### config.mk
export PLATFORM = sky130hd
export DESIGN_NAME = vpu_core
export DESIGN_NICKNAME = d
export VERILOG_FILES = /design/src/rtl/vpu_pkg.sv /design/src/rtl/fetch_unit.sv /design/src/rtl/instr_decoder.sv /design/src/rtl/vector_regfile.sv /design/src/rtl/vector_alu.sv /design/src/rtl/operand_forward.sv /design/src/rtl/vpu_core.sv
export SDC_FILE = /design/constraint.sdc
export NUM_CORES = 2
export LEC_CHECK = 0
export BUFFER_PORTS_ARGS = -buffer_cell sky130_fd_sc_hd__buf_2
export CORE_MARGIN = 1.5
export CORE_UTILIZATION = 63
export DETAILED_ROUTE_END_ITERATION = 10
export PLACE_DENSITY_LB_ADDON = 0.1
export SLEW_MARGIN = 20
export SYNTH_ARGS = -nofsm -noshare
export SYNTH_HDL_FRONTEND = slang
export SYNTH_SLANG_ARGS = --single-unit
### constraint.sdc
create_clock -name clk -period 7.9 [get_ports clk]
set_input_delay 1.975 -clock clk [delete_from_list [all_inputs] [get_ports clk]]
set_output_delay 1.975 -clock clk [all_outputs]
set_load 0.005 [all_outputs]
### src/rtl/vpu_pkg.sv
package vpu_pkg;

    // ==============================
    // datapath geometry
    // ==============================
    localparam int LANES    = 4;
    localparam int LANE_W   = 16;
    localparam int NUM_REGS = 8;
    localparam int VEC_W    = LANES * LANE_W;
    localparam int REG_AW   = $clog2(NUM_REGS);
    localparam int MEM_AW   = 12;
    localparam int PC_W     = 8;
    localparam int INSTR_W  = 32;
    localparam int IMM_W    = 12;

    // ==============================
    // instruction fields
    // ==============================
    localparam int OPC_MSB = 31;
    localparam int OPC_LSB = 28;
    localparam int VD_MSB  = 27;
    localparam int VD_LSB  = 25;
    localparam int VS1_MSB = 24;
    localparam int VS1_LSB = 22;
    localparam int VS2_MSB = 21;
    localparam int VS2_LSB = 19;
    localparam int IMM_MSB = 11;
    localparam int IMM_LSB = 0;

    typedef logic [LANE_W-1:0]  lane_t;
    // lane i sits at bits 16i+15 .. 16i
    typedef logic [VEC_W-1:0]   vec_t;
    typedef logic [REG_AW-1:0]  reg_addr_t;
    typedef logic [MEM_AW-1:0]  mem_addr_t;
    typedef logic [PC_W-1:0]    pc_t;
    typedef logic [INSTR_W-1:0] instr_t;
    typedef logic [IMM_W-1:0]   imm_t;

    typedef enum logic [3:0] {
        OP_NOP    = 4'd0,
        OP_VADD   = 4'd1,
        OP_VSUB   = 4'd2,
        OP_VAND   = 4'd3,
        OP_VOR    = 4'd4,
        OP_VXOR   = 4'd5,
        OP_VADDI  = 4'd6,
        OP_VLOAD  = 4'd7,
        OP_VSTORE = 4'd8,
        OP_JUMP   = 4'd9
    } opcode_e;

    // source of a register write
    typedef enum logic [1:0] {
        WB_NONE = 2'd0,
        WB_ALU  = 2'd1,
        WB_MEM  = 2'd2
    } wb_sel_e;

endpackage

### src/rtl/fetch_unit.sv
`timescale 1ns/1ps

module fetch_unit (
    input  logic           clk,
    input  logic           rst_n,
    input  logic           advance,
    input  logic           jump,
    input  vpu_pkg::pc_t   jump_target,
    output vpu_pkg::pc_t   pc
);

    vpu_pkg::pc_t pc_next;

    // jump target wins over sequential fetch, no delay slot
    assign pc_next = jump ? jump_target : pc + vpu_pkg::pc_t'(1);

    always_ff @(posedge clk) begin
        if (!rst_n) begin
            pc <= '0;
        end else if (advance) begin
            pc <= pc_next;
        end
    end

endmodule

### src/rtl/instr_decoder.sv
`timescale 1ns/1ps

module instr_decoder (
    input  vpu_pkg::instr_t    instr,
    input  vpu_pkg::reg_addr_t ex_vd,
    input  logic               ex_is_load,
    output vpu_pkg::opcode_e   opcode,
    output vpu_pkg::reg_addr_t vd,
    output vpu_pkg::reg_addr_t vs1,
    output vpu_pkg::reg_addr_t vs2,
    output vpu_pkg::imm_t      imm,
    output vpu_pkg::wb_sel_e   wb_sel,
    output logic               mem_write,
    output logic               jump,
    output logic               stall
);

    logic [vpu_pkg::OPC_MSB-vpu_pkg::OPC_LSB:0] opc_raw;
    logic                                       use_vs1;
    logic                                       use_vs2;

    // ==============================
    // field split
    // ==============================
    assign opc_raw = instr[vpu_pkg::OPC_MSB:vpu_pkg::OPC_LSB];
    assign vd      = instr[vpu_pkg::VD_MSB:vpu_pkg::VD_LSB];
    assign vs1     = instr[vpu_pkg::VS1_MSB:vpu_pkg::VS1_LSB];
    assign vs2     = instr[vpu_pkg::VS2_MSB:vpu_pkg::VS2_LSB];
    assign imm     = instr[vpu_pkg::IMM_MSB:vpu_pkg::IMM_LSB];

    // ==============================
    // control
    // ==============================
    always_comb begin
        opcode    = vpu_pkg::OP_NOP;
        wb_sel    = vpu_pkg::WB_NONE;
        mem_write = 1'b0;
        jump      = 1'b0;
        use_vs1   = 1'b0;
        use_vs2   = 1'b0;
        case (opc_raw)
            vpu_pkg::OP_VADD,
            vpu_pkg::OP_VSUB,
            vpu_pkg::OP_VAND,
            vpu_pkg::OP_VOR,
            vpu_pkg::OP_VXOR: begin
                opcode  = vpu_pkg::opcode_e'(opc_raw);
                wb_sel  = vpu_pkg::WB_ALU;
                use_vs1 = 1'b1;
                use_vs2 = 1'b1;
            end
            vpu_pkg::OP_VADDI: begin
                opcode  = vpu_pkg::OP_VADDI;
                wb_sel  = vpu_pkg::WB_ALU;
                use_vs1 = 1'b1;
            end
            vpu_pkg::OP_VLOAD: begin
                opcode = vpu_pkg::OP_VLOAD;
                wb_sel = vpu_pkg::WB_MEM;
            end
            vpu_pkg::OP_VSTORE: begin
                opcode    = vpu_pkg::OP_VSTORE;
                mem_write = 1'b1;
                use_vs2   = 1'b1;
            end
            vpu_pkg::OP_JUMP: begin
                opcode = vpu_pkg::OP_JUMP;
                jump   = 1'b1;
            end
            // unknown codes fall through as nop
            default: ;
        endcase
    end

    // load in EX feeding a source of this instruction
    assign stall = ex_is_load && ((use_vs1 && (vs1 == ex_vd)) ||
                                  (use_vs2 && (vs2 == ex_vd)));

endmodule

### src/rtl/vector_regfile.sv
`timescale 1ns/1ps

module vector_regfile (
    input  logic               clk,
    input  logic               rst_n,
    input  logic               we,
    input  vpu_pkg::reg_addr_t waddr,
    input  vpu_pkg::vec_t      wdata,
    input  vpu_pkg::reg_addr_t raddr1,
    input  vpu_pkg::reg_addr_t raddr2,
    output vpu_pkg::vec_t      rdata1,
    output vpu_pkg::vec_t      rdata2
);

    vpu_pkg::vec_t regs [vpu_pkg::NUM_REGS];

    always_ff @(posedge clk) begin
        if (!rst_n) begin
            for (int i = 0; i < vpu_pkg::NUM_REGS; i++) begin
                regs[i] <= '0;
            end
        end else if (we) begin
            regs[waddr] <= wdata;
        end
    end

    // write port bypass so WB and ID can overlap
    assign rdata1 = (we && (waddr == raddr1)) ? wdata : regs[raddr1];
    assign rdata2 = (we && (waddr == raddr2)) ? wdata : regs[raddr2];

endmodule

### src/rtl/vector_alu.sv
`timescale 1ns/1ps

module vector_alu (
    input  logic             clk,
    input  logic             rst_n,
    input  logic             enable,
    input  vpu_pkg::opcode_e opcode,
    input  vpu_pkg::imm_t    imm,
    input  vpu_pkg::vec_t    vec_a,
    input  vpu_pkg::vec_t    vec_b,
    output vpu_pkg::vec_t    vec_out
);

    vpu_pkg::lane_t imm_lane;
    vpu_pkg::vec_t  result;

    // immediate is zero extended into a lane
    assign imm_lane = {{(vpu_pkg::LANE_W-vpu_pkg::IMM_W){1'b0}}, imm};

    always_comb begin
        vpu_pkg::lane_t a_l;
        vpu_pkg::lane_t b_l;
        vpu_pkg::lane_t r_l;
        result = '0;
        for (int i = 0; i < vpu_pkg::LANES; i++) begin
            a_l = vec_a[i*vpu_pkg::LANE_W +: vpu_pkg::LANE_W];
            b_l = vec_b[i*vpu_pkg::LANE_W +: vpu_pkg::LANE_W];
            case (opcode)
                vpu_pkg::OP_VADD:  r_l = a_l + b_l;
                vpu_pkg::OP_VSUB:  r_l = a_l - b_l;
                vpu_pkg::OP_VAND:  r_l = a_l & b_l;
                vpu_pkg::OP_VOR:   r_l = a_l | b_l;
                vpu_pkg::OP_VXOR:  r_l = a_l ^ b_l;
                vpu_pkg::OP_VADDI: r_l = a_l + imm_lane;
                default:           r_l = '0;
            endcase
            result[i*vpu_pkg::LANE_W +: vpu_pkg::LANE_W] = r_l;
        end
    end

    // result register, MEM stage value
    always_ff @(posedge clk) begin
        if (!rst_n) begin
            vec_out <= '0;
        end else if (enable) begin
            vec_out <= result;
        end
    end

endmodule

### src/rtl/operand_forward.sv
`timescale 1ns/1ps

module operand_forward (
    input  vpu_pkg::reg_addr_t src,
    input  vpu_pkg::vec_t      rf_data,
    input  vpu_pkg::reg_addr_t mem_vd,
    input  logic               mem_fwd_ok,
    input  vpu_pkg::vec_t      mem_data,
    input  vpu_pkg::reg_addr_t wb_vd,
    input  logic               wb_we,
    input  vpu_pkg::vec_t      wb_data,
    output vpu_pkg::vec_t      operand
);

    logic hit_mem;
    logic hit_wb;

    // only ALU results exist yet in MEM
    assign hit_mem = mem_fwd_ok && (mem_vd == src);
    assign hit_wb  = wb_we && (wb_vd == src);

    // youngest producer first
    always_comb begin
        if (hit_mem) begin
            operand = mem_data;
        end else if (hit_wb) begin
            operand = wb_data;
        end else begin
            operand = rf_data;
        end
    end

endmodule

### src/rtl/vpu_core.sv
`timescale 1ns/1ps

module vpu_core (
    input  logic               clk,
    input  logic               rst_n,
    input  logic               en,
    output vpu_pkg::pc_t       pc,
    input  vpu_pkg::instr_t    instr,
    output vpu_pkg::mem_addr_t mem_addr,
    output logic               mem_read,
    output logic               mem_write,
    output vpu_pkg::vec_t      mem_wdata,
    input  vpu_pkg::vec_t      mem_rdata,
    output logic               data_out_vld,
    output vpu_pkg::vec_t      data_out,
    output vpu_pkg::reg_addr_t reg_wb
);

    // ID stage
    vpu_pkg::opcode_e   id_opcode;
    vpu_pkg::reg_addr_t id_vd;
    vpu_pkg::reg_addr_t id_vs1;
    vpu_pkg::reg_addr_t id_vs2;
    vpu_pkg::imm_t      id_imm;
    vpu_pkg::wb_sel_e   id_wb_sel;
    logic               id_store;
    logic               id_jump;
    vpu_pkg::vec_t      id_rdata1;
    vpu_pkg::vec_t      id_rdata2;
    logic               stall;
    logic               advance;
    vpu_pkg::pc_t       jump_target;
    // EX stage
    vpu_pkg::opcode_e   ex_opcode;
    vpu_pkg::reg_addr_t ex_vd;
    vpu_pkg::reg_addr_t ex_vs1;
    vpu_pkg::reg_addr_t ex_vs2;
    vpu_pkg::imm_t      ex_imm;
    vpu_pkg::wb_sel_e   ex_wb_sel;
    logic               ex_store;
    logic               ex_is_load;
    vpu_pkg::vec_t      ex_rdata1;
    vpu_pkg::vec_t      ex_rdata2;
    vpu_pkg::vec_t      operand_a;
    vpu_pkg::vec_t      operand_b;
    // MEM stage
    vpu_pkg::vec_t      alu_out;
    vpu_pkg::reg_addr_t mem_vd;
    vpu_pkg::wb_sel_e   mem_wb_sel;
    // WB stage
    vpu_pkg::reg_addr_t wb_vd;
    vpu_pkg::wb_sel_e   wb_wb_sel;
    vpu_pkg::vec_t      wb_alu_data;
    vpu_pkg::vec_t      wb_mem_data;
    vpu_pkg::vec_t      wb_data;
    logic               wb_we;

    // ==============================
    // fetch and decode
    // ==============================
    assign advance     = en && !stall;
    assign jump_target = id_imm[vpu_pkg::PC_W-1:0];

    fetch_unit u_fetch (
        .clk         (clk),
        .rst_n       (rst_n),
        .advance     (advance),
        .jump        (id_jump),
        .jump_target (jump_target),
        .pc          (pc)
    );

    assign ex_is_load = (ex_wb_sel == vpu_pkg::WB_MEM);

    instr_decoder u_decoder (
        .instr      (instr),
        .ex_vd      (ex_vd),
        .ex_is_load (ex_is_load),
        .opcode     (id_opcode),
        .vd         (id_vd),
        .vs1        (id_vs1),
        .vs2        (id_vs2),
        .imm        (id_imm),
        .wb_sel     (id_wb_sel),
        .mem_write  (id_store),
        .jump       (id_jump),
        .stall      (stall)
    );

    vector_regfile u_regfile (
        .clk    (clk),
        .rst_n  (rst_n),
        .we     (en && wb_we),
        .waddr  (wb_vd),
        .wdata  (wb_data),
        .raddr1 (id_vs1),
        .raddr2 (id_vs2),
        .rdata1 (id_rdata1),
        .rdata2 (id_rdata2)
    );

    // ==============================
    // execute
    // ==============================
    operand_forward u_fwd_a (
        .src        (ex_vs1),
        .rf_data    (ex_rdata1),
        .mem_vd     (mem_vd),
        .mem_fwd_ok (mem_wb_sel == vpu_pkg::WB_ALU),
        .mem_data   (alu_out),
        .wb_vd      (wb_vd),
        .wb_we      (wb_we),
        .wb_data    (wb_data),
        .operand    (operand_a)
    );

    operand_forward u_fwd_b (
        .src        (ex_vs2),
        .rf_data    (ex_rdata2),
        .mem_vd     (mem_vd),
        .mem_fwd_ok (mem_wb_sel == vpu_pkg::WB_ALU),
        .mem_data   (alu_out),
        .wb_vd      (wb_vd),
        .wb_we      (wb_we),
        .wb_data    (wb_data),
        .operand    (operand_b)
    );

    vector_alu u_alu (
        .clk     (clk),
        .rst_n   (rst_n),
        .enable  (en),
        .opcode  (ex_opcode),
        .imm     (ex_imm),
        .vec_a   (operand_a),
        .vec_b   (operand_b),
        .vec_out (alu_out)
    );

    // memory request goes out from EX, data back during MEM
    assign mem_addr  = ex_imm;
    assign mem_wdata = operand_b;
    assign mem_read  = en && ex_is_load;
    assign mem_write = en && ex_store;

    // ==============================
    // write back
    // ==============================
    always_comb begin
        case (wb_wb_sel)
            vpu_pkg::WB_ALU: wb_data = wb_alu_data;
            vpu_pkg::WB_MEM: wb_data = wb_mem_data;
            default:         wb_data = '0;
        endcase
    end

    assign wb_we        = (wb_wb_sel != vpu_pkg::WB_NONE);
    assign data_out_vld = en && wb_we;
    assign data_out     = wb_data;
    assign reg_wb       = wb_vd;

    // ==============================
    // pipeline registers
    // ==============================
    always_ff @(posedge clk) begin
        if (!rst_n) begin
            ex_opcode  <= vpu_pkg::OP_NOP;
            ex_wb_sel  <= vpu_pkg::WB_NONE;
            ex_store   <= 1'b0;
            mem_wb_sel <= vpu_pkg::WB_NONE;
            wb_wb_sel  <= vpu_pkg::WB_NONE;
        end else if (en) begin
            if (stall) begin
                // bubble behind the load
                ex_opcode <= vpu_pkg::OP_NOP;
                ex_wb_sel <= vpu_pkg::WB_NONE;
                ex_store  <= 1'b0;
            end else begin
                ex_opcode <= id_opcode;
                ex_wb_sel <= id_wb_sel;
                ex_store  <= id_store;
            end
            mem_wb_sel <= ex_wb_sel;
            wb_wb_sel  <= mem_wb_sel;
        end
    end

    // payload, qualified by the control above
    always_ff @(posedge clk) begin
        if (en) begin
            ex_vd       <= id_vd;
            ex_vs1      <= id_vs1;
            ex_vs2      <= id_vs2;
            ex_imm      <= id_imm;
            ex_rdata1   <= id_rdata1;
            ex_rdata2   <= id_rdata2;
            mem_vd      <= ex_vd;
            wb_vd       <= mem_vd;
            wb_alu_data <= alu_out;
            wb_mem_data <= mem_rdata;
        end
    end

endmodule

After elaboration in Yosys (flattened, before gate mapping) --
Memories as Yosys holds them, arrays and structs flattened. Index checks and enable logic that the tools add are counted.
Operators by class: add/subtract/negate cells 13, eq/ne operators 27, mux-type cells 28, bitwise logic cells 12, reductions and logical operators 20
Operators with widths (number):
- $mux 64 | 7
- $pmux 16 s6 | 4
- $pmux 64 s2 | 1
- $add 16x12->16 | 4
- $add 16x16->16 | 4
- $and 16x16->16 | 4
- $or 16x16->16 | 4
- $reduce_or 64->1 | 1
- $sub 16x16->16 | 4
- $xor 16x16->16 | 4
- $eq 4x3->1 const B | 7
- $eq 3x3->1 | 8
- $pmux 4 s5 | 1
- $eq 4x2->1 const B | 4
- $logic_and 1x1->1 | 13
- $reduce_or 6->1 | 2
- $mux 1 | 10
- $add 8x1->8 const B | 1
- $eq 4x1->1 const B | 2
- $eq 4x4->1 const B | 2
- $mux 8 | 1
- $reduce_or 5->1 | 1
- $eq 2x1->1 const B | 2
- $eq 2x2->1 const B | 2
- 7 further kinds | 7
Word-level totals: register bits 366, RAM bits 512, input port bits 99, logic and storage cells 118, memories kept 1
Memories:
- u_regfile.regs | depth 8, bits a word 64, read ports 2, clocked after Yosys merged registers in 0, write ports 8, line vector_regfile.sv:15 | vpu_pkg::vec_t regs [vpu_pkg::NUM_REGS];

Longest topological paths before layout --
depth after elaboration 8, depth in mapped cells 27, mapped depth without buffers 23

Cells and area by module --
Synthesis repeated with hierarchy kept, for this count alone.
Unflattened totals: cell total of the unflattened synthesis 4294, area total of the unflattened synthesis 52181.3 um^2
Modules (own cells, without submodules):
- vector_regfile | instances 1, cells an instance 1702, area an instance 28123.2 um^2
- vector_alu | instances 1, cells an instance 1411, area an instance 10420.0 um^2
- vpu_core | instances 1, cells an instance 489, area an instance 10092.2 um^2
- operand_forward | instances 2, cells an instance 292, area an instance 1360.1 um^2
- fetch_unit | instances 1, cells an instance 62, area an instance 499.2 um^2
- instr_decoder | instances 1, cells an instance 46, area an instance 326.6 um^2

Worst setup path before layout --
No wires, ideal clock.
path type flip-flop to flip-flop, from reg wb_wb_sel[0], to reg u_alu.vec_out[14], library setup time 115 ps, arrival 5436 ps, setup slack 2349 ps, stages on the path, launching flop included 26, buffers on the path 5, clock period less this slack 5551 ps, cell sequence dfxtp_1 > inv_1 > ha_1 > clkbuf_1 > clkbuf_1 > clkbuf_1 > buf_1 > clkbuf_1 > nand2_1 > o211ai_1 > o21ai_0 > ha_1 > or3_1 > a21oi_1 > a211oi_1 > ha_1 > a21o_1 > a21oi_1 > o21bai_1 > a21oi_1 > o21ai_0 > a2111oi_0 > o31ai_1 > xnor2_1 > o221ai_1 > and2_1
On the way: word-level cells in the longest chain between the ends 6, elaborated cells on any way between the ends 17, classes of those cells 3 x add/sub; 2 x eq/ne; 6 x mux; 3 x bitwise; 3 x reduce/logical
Ends and longest elaborated chain:
- start, declared | line vpu_core.sv:52 | vpu_pkg::wb_sel_e wb_wb_sel;
- start signal, assigned | line vpu_core.sv:171 | wb_wb_sel <= vpu_pkg::WB_NONE;
- start signal, assigned | line vpu_core.sv:184 | wb_wb_sel <= mem_wb_sel;
- $eq 2x2->1 (tied with other cells) | line vpu_core.sv:150 | case (wb_wb_sel)
- $pmux 64 s2 or $logic_and 1x1->1 (tied branches) | line vpu_core.sv:150, operand_forward.sv:20
- $mux 64 | line operand_forward.sv:26 | end else if (hit_wb) begin
- $mux 64 | line operand_forward.sv:24 | if (hit_mem) begin
- $add 16x12->16 (tied with other cells) | line vector_alu.sv:34 | vpu_pkg::OP_VADDI: r_l = a_l + imm_lane;
- $pmux 16 s6 (*) | line vector_alu.sv:28 | case (opcode)
- end signal, assigned | line vector_alu.sv:46 | vec_out <= result;
- end, declared | line vector_alu.sv:11 | output vpu_pkg::vec_t vec_out
Every way passes the cells marked *; elsewhere a longest branch is shown, timed or not. A chain may end at the register's enable or synchronous reset.

Worst setup path after layout --
from reg wb_vd[2] (netlist: reg_wb[2]), to reg u_alu.vec_out[46]
On the way: word-level cells in the longest chain between the ends 6, elaborated cells on any way between the ends 15, classes of those cells 3 x add/sub; 2 x eq/ne; 5 x mux; 3 x bitwise; 2 x reduce/logical
Ends and longest elaborated chain:
- start, declared | line vpu_core.sv:51 | vpu_pkg::reg_addr_t wb_vd;
- start signal, assigned | line vpu_core.sv:198 | wb_vd <= mem_vd;
- $eq 3x3->1 | line operand_forward.sv:20 | assign hit_wb = wb_we && (wb_vd == src);
- $logic_and 1x1->1 | line operand_forward.sv:20
- $mux 64 | line operand_forward.sv:26
- $mux 64 | line operand_forward.sv:24
- $add 16x12->16 (tied with other cells) | line vector_alu.sv:34
- $pmux 16 s6 (*) | line vector_alu.sv:28
Marked as above.

==> out/metrics.yaml <==
clock_tree:
  ctsRootBufferMaster: "clkbuf_16"
  insertion_delay_ns: 0.68
  ctsHtreeMaxLevel: 3
  cts_sinks: 878
  cts.clk_slew.worst_paths_ns: 0.06
  clockBufferDepth: 3
  postCtsSetupBuffers: 0
  ctsHoldBuffers: 0
  cts_tree: "built"
  cts_buffers: 94
  cts_resized: 0
grt:
  grt_overflow: 0
  grt_pass1_vias: 35800
  grt_usage_pct: 38.1
  grt_pass1_wl_mm: 230
  antenna_found_initial: 4
  grt_max_degree: 160
worst_hold_path:
  worstHoldStart: "u_alu.vec_out[55]"
  hold_path_class: "flip-flop to flip-flop"
  hold-path-cell-count: 0
  hold_end: "wb_alu_data[55]"
setup_path:
  cp_max_fo: 11
  cp_data_required_time_ns: 8.45
  end_kind: "flip-flop"
  worst_ep_arrival_time_ns: 7.07
  timing.rr.start: "reg_wb[2]"
  reg2reg_setup_slack_ns: 1.39
  ff2ff_path_depth: 20
  start_kind: "flip-flop"
  rr_endpoint: "u_alu.vec_out[46]"
  crit_type: "flip-flop to flip-flop"
cells_and_area:
  fin_area_sq_um: 55600
  multi_input_area_sq_um: 22900
  regArea_sq_um: 25500
  syn_to_final_growth_pct: 9.89
  nFillCells: 5725
  nets: 4887
  drive_gt1_share_pct: 16.6
synthesis:
  synthMostInstantiatedCell: "edfxtp_1"
  synth_warnings: 0
  synthArstFlopShare_pct: 0
  netlist_instances: 4565
  synth-main-ff-cell: "edfxtp_1"
  synth_fp_nets: 4864
  yosys.area.top_type: "edfxtp_1"
  syn_avg_cell_area_sq_um: 11.1
  yosysTopAreaCellShare_pct: 47.2
  synth.cell_area_sq_um: 50600
  synth_edf_count: 795
  synth_cell_types: 76
  synth_top_cells_by_count: "edfxtp_1, nor2_1, a21oi_1"
  synth.area.top_cells: "edfxtp_1, mux4_2, nor2_1, ha_1, a21oi_1"
  ys_ff_latch: 878
  yosysSeqAreaShare_pct: 50.5
drt:
  drt_iter0_drc: 5399
  via_per_inst: 6.77
  antenna_left: 0
  met3_length_mm: 22.4
  dr.max_layer_used: "met5"
  vias: 38700
  wl_met2_mm: 68.9
  drt_first_pass_iters: 8
  avgRoutedWirePerCell_um: 27.6
  drt-met1-wl_mm: 61.0
  route.detailed.drc: 0
  drt-total-wl_mm: 158
die:
  start_util_pct: 63.8
  core.rowCount: 103
  die_h_um: 286
  die_w_um: 286
  io_pins: 253
  die_area_sq_um: 82000
  core_region_area_sq_um: 79300
timing:
  slew_headroom_pct: 23.4
  grt_setup_unrepaired: "no"
  holdWs_ns: 0.492
  finalMaxSlewViolations: 0
  fmax_ghz: 0.154
  tightest_slew_ns: 1.12
  hold_viol_final: 0
  tns_ns: 0
  fin_crit_sh_pct: 82.4
  setup_viol_count_final: 0
  finClkSkew_ns: 0.0317
  period_needed_ns: 6.51
pwr:
  power.density_nw_per_um2: 205
  ir_drop_uv: 205
  p_leak_nw: 20.5
placed_design:
  gp_congestion: 0.961
  port_buffers: 245
  place_area_sq_um: 52500
  place_hpwl_mm: 100
run_status:
  status: "completed"
run:
  cap_viol_max_count: 0
-- layout make-up --
class / count / area share, %
flip-flops and latches: 878 / 46.0
multi-input cells: 3069 / 41.1
clock buffers: 108 / 4.46
repair buffers: 321 / 3.48
well taps: 1050 / 2.36
inverters: 224 / 1.51
clock inverters: 62 / 1.07
diodes: 1 / 0.00450
-- logic make-up after synthesis --
kind of cell | after synthesis | share of synthesized area, %
AOI/OAI and AO/OA | 1047 | 13.4
xor gates and xnor gates | 81 | 1.40
adders and majority gates | 201 | 5.03
buffers and inverters | 618 | 4.69
DFF | 878 | 50.5
muxes | 328 | 12.9
and+or+nand+nor | 1412 | 12.1
-- power by group --
group          internal, W  total [W]  switching [W]
Combinational     0.000613    0.00153       0.000916
Sequential         0.00528    0.00542       0.000137
Clock              0.00251    0.00442        0.00191
-- per-stage QoR --
| stage | total power (W) | cells | util [%] | setup slack (ns) |
|---|---|---|---|---|
| final | 0.0114 | 5713 | 70.1 | 1.39 |
| after global placement | 0.00695 | 5542 | 66.2 | 1.64 |
| after CTS | 0.0113 | 5712 | 70.1 | 1.52 |
| after detailed placement | 0.00699 | 5542 | 66.2 | 1.54 |
| after global routing | 0.0117 | 5712 | 70.1 | 1.02 |
| after floorplan | 0.00648 | 4565 | - | 2.35 |
-- sequential cells by signal (all words and copies together), names as in the netlist, 4 cells and up --
| register | flops |
|---|---|
| u_fetch.pc | 8 |
| ex_rdata1 | 64 |
| ex_rdata2 | 64 |
| u_alu.vec_out | 64 |
| wb_mem_data | 64 |
| ex_opcode | 4 |
| u_regfile.regs | 512 |
| mem_addr | 12 |
| wb_alu_data | 64 |
-- layout by cell type (no fill, tap or decap), types with 15 or more instances in the layout --
| cell type | count |
|---|---|
| a211oi_1 | 131 |
| a21oi_1 | 354 |
| a221oi_1 | 30 |
| a22o_1 | 63 |
| a22oi_1 | 54 |
| a31oi_1 | 26 |
| and2_1 | 32 |
| buf_2 | 238 |
| buf_4 | 71 |
| clkbuf_16 | 97 |
| clkinv_1 | 31 |
| dfxtp_1 | 82 |
| edfxtp_1 | 795 |
| ha_1 | 193 |
| inv_1 | 221 |
| mux2i_1 | 68 |
| mux4_2 | 256 |
| nand2_1 | 297 |
| nand2b_1 | 26 |
| nand3_1 | 29 |
| nor2_1 | 770 |
| nor2b_1 | 111 |
| nor3_1 | 36 |
| o211ai_1 | 35 |
| o21a_1 | 69 |
| o21ai_0 | 131 |
| o21bai_1 | 16 |
| o22ai_1 | 15 |
| o2bb2ai_1 | 17 |
| o41ai_1 | 21 |
| or3_1 | 31 |
| xnor2_1 | 47 |
| xor2_1 | 31 |
-- metal layers --
layer,track usage [%],vias up
li1,-,16800
met1,56.2,18800
met2,55.8,2734
met3,9.12,322
met4,12.6,2
met5,0,-
-- worst max-delay path: stages (launching register included) --
cell,delay (ns)
edfxtp_1,0.82
xnor2_1,0.22
nand4_1,0.53
buf_4,0.41
o211ai_1,0.24
o21ai_0,0.24
ha_1,0.30
or3_1,0.37
a21oi_1,0.13
a211oi_1,0.07
ha_1,0.34
a21o_1,0.17
a21oi_1,0.23
o21bai_1,0.11
a21oi_1,0.29
o21ai_0,0.15
a2111oi_0,1.01
o31ai_1,0.24
xnor2_1,0.22
o221ai_1,0.14
and2_1,0.19
-- worst max path at each step --
stage	from	end	slack, ns	cells after the start
CTS	reg_wb[2]	u_alu.vec_out[46]	1.52	20
global route	wb_wb_sel[0]	u_alu.vec_out[46]	1.02	24
finish	reg_wb[2]	u_alu.vec_out[46]	1.39	20
global placement	reg_wb[2]	u_alu.vec_out[46]	1.64	20
detailed placement	reg_wb[1]	u_alu.vec_out[46]	1.54	20
floorplan	wb_wb_sel[0]	u_alu.vec_out[14]	2.35	25
(Power assumes the default switching activity.)
